<file path="src/decode_pkg.sv">
package decode_pkg;

  // ~~~~~~~~~~~~~~~~~~~~~~~~~~~~~~~~~~~~~~~~~~~~~~~~~~~~~~~~~~~~~~~~~~~
  // basic types.
  // ~~~~~~~~~~~~~~~~~~~~~~~~~~~~~~~~~~~~~~~~~~~~~~~~~~~~~~~~~~~~~~~~~~~
  typedef logic [4:0]  reg_addr_t;
  typedef logic [31:0] word_t;

  // alu function select bit positions.
  localparam int ALU_ADD  = 0;
  localparam int ALU_SUB  = 1;
  localparam int ALU_SLT  = 2;
  localparam int ALU_SLTU = 3;
  localparam int ALU_AND  = 4;
  localparam int ALU_NOR  = 5;
  localparam int ALU_OR   = 6;
  localparam int ALU_XOR  = 7;
  localparam int ALU_SLL  = 8;
  localparam int ALU_SRL  = 9;
  localparam int ALU_SRA  = 10;
  localparam int ALU_LUI  = 11;
  localparam int ALU_W    = 12;

  typedef logic [ALU_W-1:0] alu_op_t;

  // ~~~~~~~~~~~~~~~~~~~~~~~~~~~~~~~~~~~~~~~~~~~~~~~~~~~~~~~~~~~~~~~~~~~
  // opcode encodings.
  // ~~~~~~~~~~~~~~~~~~~~~~~~~~~~~~~~~~~~~~~~~~~~~~~~~~~~~~~~~~~~~~~~~~~
  // major opcode, bits 31:26.
  localparam logic [5:0] OPC_ALU    = 6'h00;
  localparam logic [5:0] OPC_LU12I  = 6'h05;
  localparam logic [5:0] OPC_PCADDU = 6'h07;
  localparam logic [5:0] OPC_MEM    = 6'h0a;
  localparam logic [5:0] OPC_JIRL   = 6'h13;
  localparam logic [5:0] OPC_B      = 6'h14;
  localparam logic [5:0] OPC_BL     = 6'h15;
  localparam logic [5:0] OPC_BEQ    = 6'h16;
  localparam logic [5:0] OPC_BNE    = 6'h17;
  localparam logic [5:0] OPC_BLT    = 6'h18;
  localparam logic [5:0] OPC_BGE    = 6'h19;
  localparam logic [5:0] OPC_BLTU   = 6'h1a;
  localparam logic [5:0] OPC_BGEU   = 6'h1b;

  // minor opcode, bits 25:22.
  localparam logic [3:0] MIN_SLTI   = 4'h8;
  localparam logic [3:0] MIN_SLTUI  = 4'h9;
  localparam logic [3:0] MIN_ADDI   = 4'ha;
  localparam logic [3:0] MIN_ANDI   = 4'hd;
  localparam logic [3:0] MIN_ORI    = 4'he;
  localparam logic [3:0] MIN_XORI   = 4'hf;
  localparam logic [3:0] MIN_LD_W   = 4'h2;
  localparam logic [3:0] MIN_ST_W   = 4'h6;

  // full 3r opcode, bits 31:15. shift-immediate forms live here too.
  localparam logic [16:0] FN_ADD_W  = 17'h00020;
  localparam logic [16:0] FN_SUB_W  = 17'h00022;
  localparam logic [16:0] FN_SLT    = 17'h00024;
  localparam logic [16:0] FN_SLTU   = 17'h00025;
  localparam logic [16:0] FN_NOR    = 17'h00028;
  localparam logic [16:0] FN_AND    = 17'h00029;
  localparam logic [16:0] FN_OR     = 17'h0002a;
  localparam logic [16:0] FN_XOR    = 17'h0002b;
  localparam logic [16:0] FN_SLL_W  = 17'h0002e;
  localparam logic [16:0] FN_SRL_W  = 17'h0002f;
  localparam logic [16:0] FN_SRA_W  = 17'h00030;
  localparam logic [16:0] FN_SLLI_W = 17'h00081;
  localparam logic [16:0] FN_SRLI_W = 17'h00089;
  localparam logic [16:0] FN_SRAI_W = 17'h00091;

  // ~~~~~~~~~~~~~~~~~~~~~~~~~~~~~~~~~~~~~~~~~~~~~~~~~~~~~~~~~~~~~~~~~~~
  // instruction word views.
  // ~~~~~~~~~~~~~~~~~~~~~~~~~~~~~~~~~~~~~~~~~~~~~~~~~~~~~~~~~~~~~~~~~~~
  typedef struct packed {
    logic [16:0] opcode;
    reg_addr_t   rk;
    reg_addr_t   rj;
    reg_addr_t   rd;
  } r3_fmt_t;

  typedef struct packed {
    logic [5:0]  major;
    logic [3:0]  minor;
    logic [11:0] imm12;
    reg_addr_t   rj;
    reg_addr_t   rd;
  } ri_fmt_t;

  typedef union packed {
    r3_fmt_t r3;
    ri_fmt_t ri;
  } instr_word_u;

  typedef struct packed {
    logic        valid;
    logic        pred_jump;
    instr_word_u instr;
    word_t       pc;
  } fetch_slot_t;

  typedef struct packed {
    alu_op_t   alu_op;
    logic      may_jump;
    logic      use_rj_value;
    logic      use_less;
    logic      need_less;
    logic      use_zero;
    logic      need_zero;
    logic      src1_is_pc;
    logic      src2_is_imm;
    logic      src2_is_4;
    logic      gr_we;
    logic      mem_we;
    logic      res_from_mem;
    reg_addr_t dest;
    word_t     imm;
    word_t     rj_value;
    word_t     rkd_value;
    word_t     pc;
    logic      pred_jump;
  } exe_op_t;

  // what issue logic needs to know about one slot.
  typedef struct packed {
    logic      writes_reg;
    reg_addr_t dest;
    logic      reads_rj;
    reg_addr_t rj;
    logic      reads_rkd;
    reg_addr_t rkd;
    logic      may_jump;
    logic      is_ls;
  } hazard_t;

endpackage

</file>
<file path="src/decode_stage.sv">
`timescale 1ns/1ps

module decode_stage
  import decode_pkg::*;
(
  input  logic        clk,
  input  logic        rst_n,
  input  fetch_slot_t fetch_slot0,
  input  fetch_slot_t fetch_slot1,
  output logic [1:0]  pop,
  output reg_addr_t   rf_raddr0,
  output reg_addr_t   rf_raddr1,
  output reg_addr_t   rf_raddr2,
  output reg_addr_t   rf_raddr3,
  input  word_t       rf_rdata0,
  input  word_t       rf_rdata1,
  input  word_t       rf_rdata2,
  input  word_t       rf_rdata3,
  output exe_op_t     exe_op0,
  output exe_op_t     exe_op1,
  output logic        exe_valid0,
  output logic        exe_valid1,
  input  logic        exe_ready,
  input  logic        flush
);

  exe_op_t op0;
  exe_op_t op1;
  hazard_t hazard0;
  hazard_t hazard1;
  logic    issue0;
  logic    issue1;

  // slot 0 uses read ports 0/1, slot 1 ports 2/3.
  instr_decoder u_dec0 (
    .slot    (fetch_slot0),
    .rdata_a (rf_rdata0),
    .rdata_b (rf_rdata1),
    .raddr_a (rf_raddr0),
    .raddr_b (rf_raddr1),
    .op      (op0),
    .hazard  (hazard0)
  );

  instr_decoder u_dec1 (
    .slot    (fetch_slot1),
    .rdata_a (rf_rdata2),
    .rdata_b (rf_rdata3),
    .raddr_a (rf_raddr2),
    .raddr_b (rf_raddr3),
    .op      (op1),
    .hazard  (hazard1)
  );

  issue_check u_issue (
    .hazard0     (hazard0),
    .hazard1     (hazard1),
    .slot0_valid (fetch_slot0.valid),
    .slot1_valid (fetch_slot1.valid),
    .exe_ready   (exe_ready),
    .issue0      (issue0),
    .issue1      (issue1),
    .pop         (pop)
  );

  issue_reg u_reg (
    .clk        (clk),
    .rst_n      (rst_n),
    .flush      (flush),
    .exe_ready  (exe_ready),
    .issue0     (issue0),
    .issue1     (issue1),
    .op0_in     (op0),
    .op1_in     (op1),
    .exe_op0    (exe_op0),
    .exe_op1    (exe_op1),
    .exe_valid0 (exe_valid0),
    .exe_valid1 (exe_valid1)
  );

endmodule

</file>
<file path="src/instr_decoder.sv">
`timescale 1ns/1ps

module instr_decoder
  import decode_pkg::*;
(
  input  fetch_slot_t slot,
  input  word_t       rdata_a,
  input  word_t       rdata_b,
  output reg_addr_t   raddr_a,
  output reg_addr_t   raddr_b,
  output exe_op_t     op,
  output hazard_t     hazard
);

  instr_word_u ins;
  logic [11:0] i12;
  logic [15:0] i16;
  logic [19:0] i20;
  logic [25:0] i26;

  logic is_alu_grp;
  logic is_mem_grp;
  logic inst_add_w, inst_sub_w, inst_slt, inst_sltu;
  logic inst_nor, inst_and, inst_or, inst_xor;
  logic inst_sll_w, inst_srl_w, inst_sra_w;
  logic inst_slli_w, inst_srli_w, inst_srai_w;
  logic inst_addi_w, inst_slti, inst_sltui;
  logic inst_andi, inst_ori, inst_xori;
  logic inst_lu12i_w, inst_pcaddu;
  logic inst_ld_w, inst_st_w;
  logic inst_jirl, inst_b, inst_bl;
  logic inst_beq, inst_bne, inst_blt, inst_bge, inst_bltu, inst_bgeu;

  logic is_cond_br;
  logic is_3r_reg;
  logic need_ui5, need_si12, need_ui12, need_si16, need_i20, need_si26;
  logic src_reg_is_rd;
  logic src1_is_pc, src2_is_imm, src2_is_4;
  logic gr_we;
  logic may_jump;
  alu_op_t alu_op;
  word_t   imm;

  assign ins = slot.instr;

  // offsets and upper immediate span several ri fields.
  assign i12 = ins.ri.imm12;
  assign i16 = {ins.ri.minor, ins.ri.imm12};
  assign i20 = {ins.ri.minor[2:0], ins.ri.imm12, ins.ri.rj};
  assign i26 = {ins.ri.rj, ins.ri.rd, ins.ri.minor, ins.ri.imm12};

  // ~~~~~~~~~~~~~~~~~~~~~~~~~~~~~~~~~~~~~~~~~~~~~~~~~~~~~~~~~~~~~~~~~~~
  // instruction flags.
  // ~~~~~~~~~~~~~~~~~~~~~~~~~~~~~~~~~~~~~~~~~~~~~~~~~~~~~~~~~~~~~~~~~~~
  assign is_alu_grp   = ins.ri.major == OPC_ALU;
  assign is_mem_grp   = ins.ri.major == OPC_MEM;

  assign inst_add_w   = ins.r3.opcode == FN_ADD_W;
  assign inst_sub_w   = ins.r3.opcode == FN_SUB_W;
  assign inst_slt     = ins.r3.opcode == FN_SLT;
  assign inst_sltu    = ins.r3.opcode == FN_SLTU;
  assign inst_nor     = ins.r3.opcode == FN_NOR;
  assign inst_and     = ins.r3.opcode == FN_AND;
  assign inst_or      = ins.r3.opcode == FN_OR;
  assign inst_xor     = ins.r3.opcode == FN_XOR;
  assign inst_sll_w   = ins.r3.opcode == FN_SLL_W;
  assign inst_srl_w   = ins.r3.opcode == FN_SRL_W;
  assign inst_sra_w   = ins.r3.opcode == FN_SRA_W;
  assign inst_slli_w  = ins.r3.opcode == FN_SLLI_W;
  assign inst_srli_w  = ins.r3.opcode == FN_SRLI_W;
  assign inst_srai_w  = ins.r3.opcode == FN_SRAI_W;

  assign inst_addi_w  = is_alu_grp && ins.ri.minor == MIN_ADDI;
  assign inst_slti    = is_alu_grp && ins.ri.minor == MIN_SLTI;
  assign inst_sltui   = is_alu_grp && ins.ri.minor == MIN_SLTUI;
  assign inst_andi    = is_alu_grp && ins.ri.minor == MIN_ANDI;
  assign inst_ori     = is_alu_grp && ins.ri.minor == MIN_ORI;
  assign inst_xori    = is_alu_grp && ins.ri.minor == MIN_XORI;
  assign inst_ld_w    = is_mem_grp && ins.ri.minor == MIN_LD_W;
  assign inst_st_w    = is_mem_grp && ins.ri.minor == MIN_ST_W;

  // bit 25 must be clear for the 20-bit immediate forms.
  assign inst_lu12i_w = ins.ri.major == OPC_LU12I && !ins.ri.minor[3];
  assign inst_pcaddu  = ins.ri.major == OPC_PCADDU && !ins.ri.minor[3];

  assign inst_jirl    = ins.ri.major == OPC_JIRL;
  assign inst_b       = ins.ri.major == OPC_B;
  assign inst_bl      = ins.ri.major == OPC_BL;
  assign inst_beq     = ins.ri.major == OPC_BEQ;
  assign inst_bne     = ins.ri.major == OPC_BNE;
  assign inst_blt     = ins.ri.major == OPC_BLT;
  assign inst_bge     = ins.ri.major == OPC_BGE;
  assign inst_bltu    = ins.ri.major == OPC_BLTU;
  assign inst_bgeu    = ins.ri.major == OPC_BGEU;

  assign is_cond_br = inst_beq | inst_bne | inst_blt | inst_bge | inst_bltu | inst_bgeu;
  assign is_3r_reg  = inst_add_w | inst_sub_w | inst_slt | inst_sltu | inst_nor | inst_and
                    | inst_or | inst_xor | inst_sll_w | inst_srl_w | inst_sra_w;

  // ~~~~~~~~~~~~~~~~~~~~~~~~~~~~~~~~~~~~~~~~~~~~~~~~~~~~~~~~~~~~~~~~~~~
  // controls and immediate.
  // ~~~~~~~~~~~~~~~~~~~~~~~~~~~~~~~~~~~~~~~~~~~~~~~~~~~~~~~~~~~~~~~~~~~
  always_comb begin
    alu_op           = '0;
    alu_op[ALU_ADD]  = inst_add_w | inst_addi_w | inst_ld_w | inst_st_w
                     | inst_jirl | inst_bl | inst_pcaddu;
    alu_op[ALU_SUB]  = inst_sub_w | inst_beq | inst_bne;
    alu_op[ALU_SLT]  = inst_slt | inst_slti | inst_blt | inst_bge;
    alu_op[ALU_SLTU] = inst_sltu | inst_sltui | inst_bltu | inst_bgeu;
    alu_op[ALU_AND]  = inst_and | inst_andi;
    alu_op[ALU_NOR]  = inst_nor;
    alu_op[ALU_OR]   = inst_or | inst_ori;
    alu_op[ALU_XOR]  = inst_xor | inst_xori;
    alu_op[ALU_SLL]  = inst_sll_w | inst_slli_w;
    alu_op[ALU_SRL]  = inst_srl_w | inst_srli_w;
    alu_op[ALU_SRA]  = inst_sra_w | inst_srai_w;
    alu_op[ALU_LUI]  = inst_lu12i_w;
  end

  assign need_ui5  = inst_slli_w | inst_srli_w | inst_srai_w;
  assign need_si12 = inst_addi_w | inst_slti | inst_sltui | inst_ld_w | inst_st_w;
  assign need_ui12 = inst_andi | inst_ori | inst_xori;
  assign need_si16 = inst_jirl | is_cond_br;
  assign need_i20  = inst_lu12i_w | inst_pcaddu;
  assign need_si26 = inst_b | inst_bl;

  // ui5 takes the value read through the rk port.
  always_comb begin
    if (need_ui5) begin
      imm = rdata_b;
    end else if (need_i20) begin
      imm = {i20, 12'b0};
    end else if (need_si26) begin
      imm = {{6{i26[25]}}, i26};
    end else if (need_si16) begin
      imm = {{16{i16[15]}}, i16};
    end else if (need_si12 || !need_ui12) begin
      imm = {{20{i12[11]}}, i12};
    end else begin
      imm = {20'b0, i12};
    end
  end

  assign src_reg_is_rd = is_cond_br | inst_st_w;
  assign src1_is_pc    = inst_jirl | inst_bl | inst_pcaddu;
  assign src2_is_4     = inst_jirl | inst_bl;
  assign src2_is_imm   = need_ui5 | need_si12 | need_ui12 | need_i20;
  assign gr_we         = !(inst_st_w | is_cond_br | inst_b);
  assign may_jump      = is_cond_br | inst_jirl | inst_b | inst_bl;

  assign raddr_a = ins.ri.rj;
  assign raddr_b = src_reg_is_rd ? ins.ri.rd : ins.r3.rk;

  assign op.alu_op       = alu_op;
  assign op.may_jump     = may_jump;
  assign op.use_rj_value = inst_jirl;
  assign op.use_less     = inst_blt | inst_bge | inst_bltu | inst_bgeu;
  assign op.need_less    = inst_blt | inst_bltu;
  assign op.use_zero     = inst_beq | inst_bne;
  assign op.need_zero    = inst_beq;
  assign op.src1_is_pc   = src1_is_pc;
  assign op.src2_is_imm  = src2_is_imm;
  assign op.src2_is_4    = src2_is_4;
  assign op.gr_we        = gr_we;
  assign op.mem_we       = inst_st_w;
  assign op.res_from_mem = inst_ld_w;
  assign op.dest         = inst_bl ? 5'd1 : ins.ri.rd;
  assign op.imm          = imm;
  assign op.rj_value     = rdata_a;
  assign op.rkd_value    = rdata_b;
  assign op.pc           = slot.pc;
  assign op.pred_jump    = slot.pred_jump;

  assign hazard.writes_reg = gr_we;
  assign hazard.dest       = op.dest;
  assign hazard.reads_rj   = !(inst_b | inst_bl | inst_lu12i_w | inst_pcaddu);
  assign hazard.rj         = raddr_a;
  assign hazard.reads_rkd  = is_3r_reg | src_reg_is_rd;
  assign hazard.rkd        = raddr_b;
  assign hazard.may_jump   = may_jump;
  assign hazard.is_ls      = inst_ld_w | inst_st_w;

  // flag table must never select two alu functions at once.
  always_comb begin
    if (slot.valid) begin
      a_alu_onehot: assert final ($onehot0(op.alu_op))
        else $error("alu_op not one-hot: %b", op.alu_op);
    end
  end

endmodule

</file>
<file path="src/issue_check.sv">
`timescale 1ns/1ps

module issue_check
  import decode_pkg::*;
(
  input  hazard_t    hazard0,
  input  hazard_t    hazard1,
  input  logic       slot0_valid,
  input  logic       slot1_valid,
  input  logic       exe_ready,
  output logic       issue0,
  output logic       issue1,
  output logic [1:0] pop
);

  logic writes_nz;
  logic raw_rj;
  logic raw_rkd;
  logic pair_ok;

  assign issue0 = slot0_valid && exe_ready;

  // r0 never holds a result, so writes to it carry no dependency.
  assign writes_nz = hazard0.writes_reg && (hazard0.dest != '0);

  assign raw_rj  = writes_nz && hazard1.reads_rj && (hazard0.dest == hazard1.rj);
  assign raw_rkd = writes_nz && hazard1.reads_rkd && (hazard0.dest == hazard1.rkd);

  // branches stay alone; one memory port only.
  assign pair_ok = !hazard0.may_jump
                && !hazard0.is_ls
                && !hazard1.is_ls
                && !raw_rj
                && !raw_rkd;

  assign issue1 = issue0 && slot1_valid && pair_ok;

  // buffer consumes exactly what issues.
  assign pop = {issue1, issue0};

endmodule

</file>
<file path="src/issue_reg.sv">
`timescale 1ns/1ps

module issue_reg
  import decode_pkg::*;
(
  input  logic    clk,
  input  logic    rst_n,
  input  logic    flush,
  input  logic    exe_ready,
  input  logic    issue0,
  input  logic    issue1,
  input  exe_op_t op0_in,
  input  exe_op_t op1_in,
  output exe_op_t exe_op0,
  output exe_op_t exe_op1,
  output logic    exe_valid0,
  output logic    exe_valid1
);

  // valid bits. flush wins over a stall.
  always_ff @(posedge clk) begin
    if (!rst_n || flush) begin
      exe_valid0 <= 1'b0;
      exe_valid1 <= 1'b0;
    end else if (exe_ready) begin
      exe_valid0 <= issue0;
      exe_valid1 <= issue1;
    end
  end

  // payload.
  always_ff @(posedge clk) begin
    if (exe_ready) begin
      exe_op0 <= op0_in;
      exe_op1 <= op1_in;
    end
  end

  // ~~~~~~~~~~~~~~~~~~~~~~~~~~~~~~~~~~~~~~~~~~~~~~~~~~~~~~~~~~~~~~~~~~~
  // checks.
  // ~~~~~~~~~~~~~~~~~~~~~~~~~~~~~~~~~~~~~~~~~~~~~~~~~~~~~~~~~~~~~~~~~~~
  // issue order from the check logic must survive the register.
  a_valid_order: assert property (@(posedge clk) disable iff (!rst_n)
    exe_valid1 |-> exe_valid0)
    else $error("slot 1 valid without slot 0");

  // execute sees the same bundle for every stalled cycle.
  a_stall_hold: assert property (@(posedge clk) disable iff (!rst_n)
    (!exe_ready && !flush) |=>
      ($stable(exe_op0) && $stable(exe_op1) && $stable(exe_valid0) && $stable(exe_valid1)))
    else $error("outputs changed across a stall");

endmodule

</file>
<file path="config.mk">
export PLATFORM = sky130hd
export DESIGN_NAME = decode_stage
export DESIGN_NICKNAME = d
export VERILOG_FILES = /design/src/decode_pkg.sv /design/src/decode_stage.sv /design/src/instr_decoder.sv /design/src/issue_check.sv /design/src/issue_reg.sv
export SDC_FILE = /design/constraint.sdc
export NUM_CORES = 1
export LEC_CHECK = 0
export ABC_AREA = 0
export BUFFER_PORTS_ARGS = -buffer_cell sky130_fd_sc_hd__clkbuf_2
export CAP_MARGIN = 10
export CORE_UTILIZATION = 25
export CTS_CLUSTER_DIAMETER = 40
export CTS_CLUSTER_SIZE = 10
export DETAILED_ROUTE_END_ITERATION = 7
export SETUP_SLACK_MARGIN = 0.4
export SLEW_MARGIN = 20
export SYNTH_ARGS = -nofsm -noshare
export SYNTH_HDL_FRONTEND = slang
export SYNTH_HIERARCHICAL = 1
export SYNTH_SLANG_ARGS = --single-unit
</file>
<file path="constraint.sdc">
create_clock -name clk -period 3.1 [get_ports clk]
set_input_delay 0.31 -clock clk [delete_from_list [all_inputs] [get_ports clk]]
set_output_delay 0.31 -clock clk [all_outputs]
set_load 0.005 [all_outputs]
</file>
==> impl_results.md <==
- Inserted Clock Buffers: 54
- YS warnings: 6
- Hpwl dp: 36600 um
- H-tree levels: 2
- Initial antenna violation count: 1
- Gate Count Post-Synth: 1040
- Final wirelength: 50500 um
- Num rows: 86
- Leak: 0.00845 uW
- Post-Syn Area: 14200 sq um
- Critical Path Fanout Max: 6
- First-pass GRT wire length: 69300 um
- Syn_area_per_cell: 13.6 sq um
- Num ports: 604
- Iter 0 DRT Violations: 794
- Final Instance Count excl. Fillers: 2432
- CP Class: in -> out
- Vias per inst: 4.38
- Root Buffer Master: clkbuf_16
- Die area: 57700 sq um
- Final Max Tran Viols: 0
- Startpoint Class: input pin
- FMAX: 341 MHz
- Total GRT Usage: 0.164
- Crit path capture type: output port
- Setup violators final: 0
- Filler instances: 5364
- Min Tclk post-route: 2.93 ns
- Vias: 10600
- RSZ-0062 raised after global routing: yes
- Vias in the first global route: 10700
- Drc violations: 0
- R2R setup slack: 2.50 ns
- Final setup margin: 0.171 ns
- Gr ovfl total: 0
- Syn nets: 1304
- CTS Sinks: 318
- Total power: 12400 uW
- Slew @ Worst Pin: 0.850 ns
- Critical Path AT: 2.62 ns
- Clock tree buffer depth: 3
- Number of port buffers: 603
- P&R area growth vs syn: 42.3%
- Antenna Cells: 0
- Die Y: 240 um
- Share of post-route cells with drive strength above 1: 0.452
- WP data required: 2.79 ns
- Pwr dens: 613 nW/um^2
- RD Place Congestion: 0.848
- Hold Crit Class: in -> reg
- Sequential cell area: 9530 sq um
- Antenna Nets Post-Route: 0
- Die Span X: 240 um
- Clock skew: 0 ns
- WL per Instance: 20.8 um
- Final layout net count: 1907
- Pre-CTS setup slack: -0.0595 ns
- Core box area: 55500 sq um
- Multi-input logic area: 2550 sq um
- Largest net degree at the start of global routing: 117
- Setup_tns: 0 ns
- Initial Util: 0.255
- Clk_lat worst skew: 0.57 ns
- Max VDD drop: 0.000320 V
- Hold Fails Final Rpt: 0
- Relative slew slack: 0.433
- Max cap viols: 0
- Placed cell count: 2133
- DRT Pass-1 Iters: 5
- Status: finished clean
- CTS tree: yes
- Final worst path period share: 0.945
- Clock slew at reported path FFs: 0.05 ns
[what timing repair did]
action,4_1_cts,5_1_grt
endpoints found under the hold margin,205,0
setup endpoints to repair,1,1
buffers inserted,2,4
gates resized for setup,5,0
hold buffers,196,0
pin swaps,7,2
[layout by cell type, fill, tap and decap left out, types with 4 or more instances in the layout]
master	count
clkinv_1	5
o22ai_1	36
nor3b_1	6
o211ai_1	5
xor2_1	8
o32ai_1	4
nand2_1	86
clkbuf_2	601
bufinv_16	5
nor2b_1	7
and2_1	11
o21ai_0	18
nor3_1	9
nand3b_1	5
clkinv_4	5
edfxtp_1	316
a21oi_1	42
nor2_1	45
clkbuf_1	6
a211o_1	4
nand4_1	14
buf_4	37
mux2_4	4
mux2_2	6
o2bb2ai_1	6
clkinv_2	7
nor4_2	4
nand2b_1	9
a22o_1	7
dlygate4sd3_1	196
nand3_1	23
inv_1	18
nand4b_1	4
inv_6	11
xnor2_1	4
and3_1	4
clkbuf_16	55
[critical path, cell delays in order]
cell	delay, ns
clkbuf_8	0.12
nor4bb_1	0.26
nand4_1	0.22
o211ai_4	0.35
buf_4	0.17
mux2_4	0.30
xor2_1	0.16
nor4_2	0.19
nand3_1	0.13
a21oi_2	0.21
nor4_2	0.07
clkbuf_2	0.12
[per-layer routing]
| metal | routed length, um | part of all wire | GRT usage | up-vias |
|---|---|---|---|---|
| met5 | 0 | 0 | 0 | - |
| met4 | 1380 | 0.027 | 0.0608 | 0 |
| met3 | 4180 | 0.083 | 0.0442 | 79 |
| met2 | 24400 | 0.48 | 0.271 | 555 |
| met1 | 20600 | 0.41 | 0.204 | 5236 |
| li1 | - | - | - | 4772 |
[per-stage QoR]
stage               cell area [sq um]  utilization  hold slack [ns]
finish                          20200        0.363            0.125
global route                    20200        0.363           0.0919
CTS                             20200        0.363           0.0835
detailed placement              16400        0.295            0.489
global placement                16400        0.295            0.477
floorplan                       14200            -            0.422
[power by group]
group          switching [uW]  total [uW]  internal, uW
logic                     682        1290           612
registers                 114        5230          5120
clock network            2170        5860          3690
[area by class of cell]
type | instances | share of cell area
clock inverters | 36 | 0.0188
inverters | 18 | 0.00335
repair buffers | 838 | 0.263
flip-flops and latches | 318 | 0.472
well taps | 748 | 0.0464
multi-input cells | 413 | 0.127
clock buffers | 61 | 0.0693
[registers in the layout (all words and copies together) (netlist names)]
signal,flops
u_reg/exe_op0,158
u_reg/exe_op1,158
u_reg/exe_valid0,1
u_reg/exe_valid1,1
[final timing paths]
kind / startpoint / to / cells past startpoint
max: fetch_slot1[54] / pop[1] / 12
min: fetch_slot1[32] / u_reg/exe_op1[129]$_DFFE_PP_ / 2
max reg2reg: u_reg/exe_valid0$_SDFFE_PP0P_ / u_reg/exe_valid0$_SDFFE_PP0P_ / 2
min reg2reg: u_reg/exe_valid1$_SDFFE_PP0P_ / u_reg/exe_valid1$_SDFFE_PP0P_ / 2
Power figures use the tool's default switching activity.
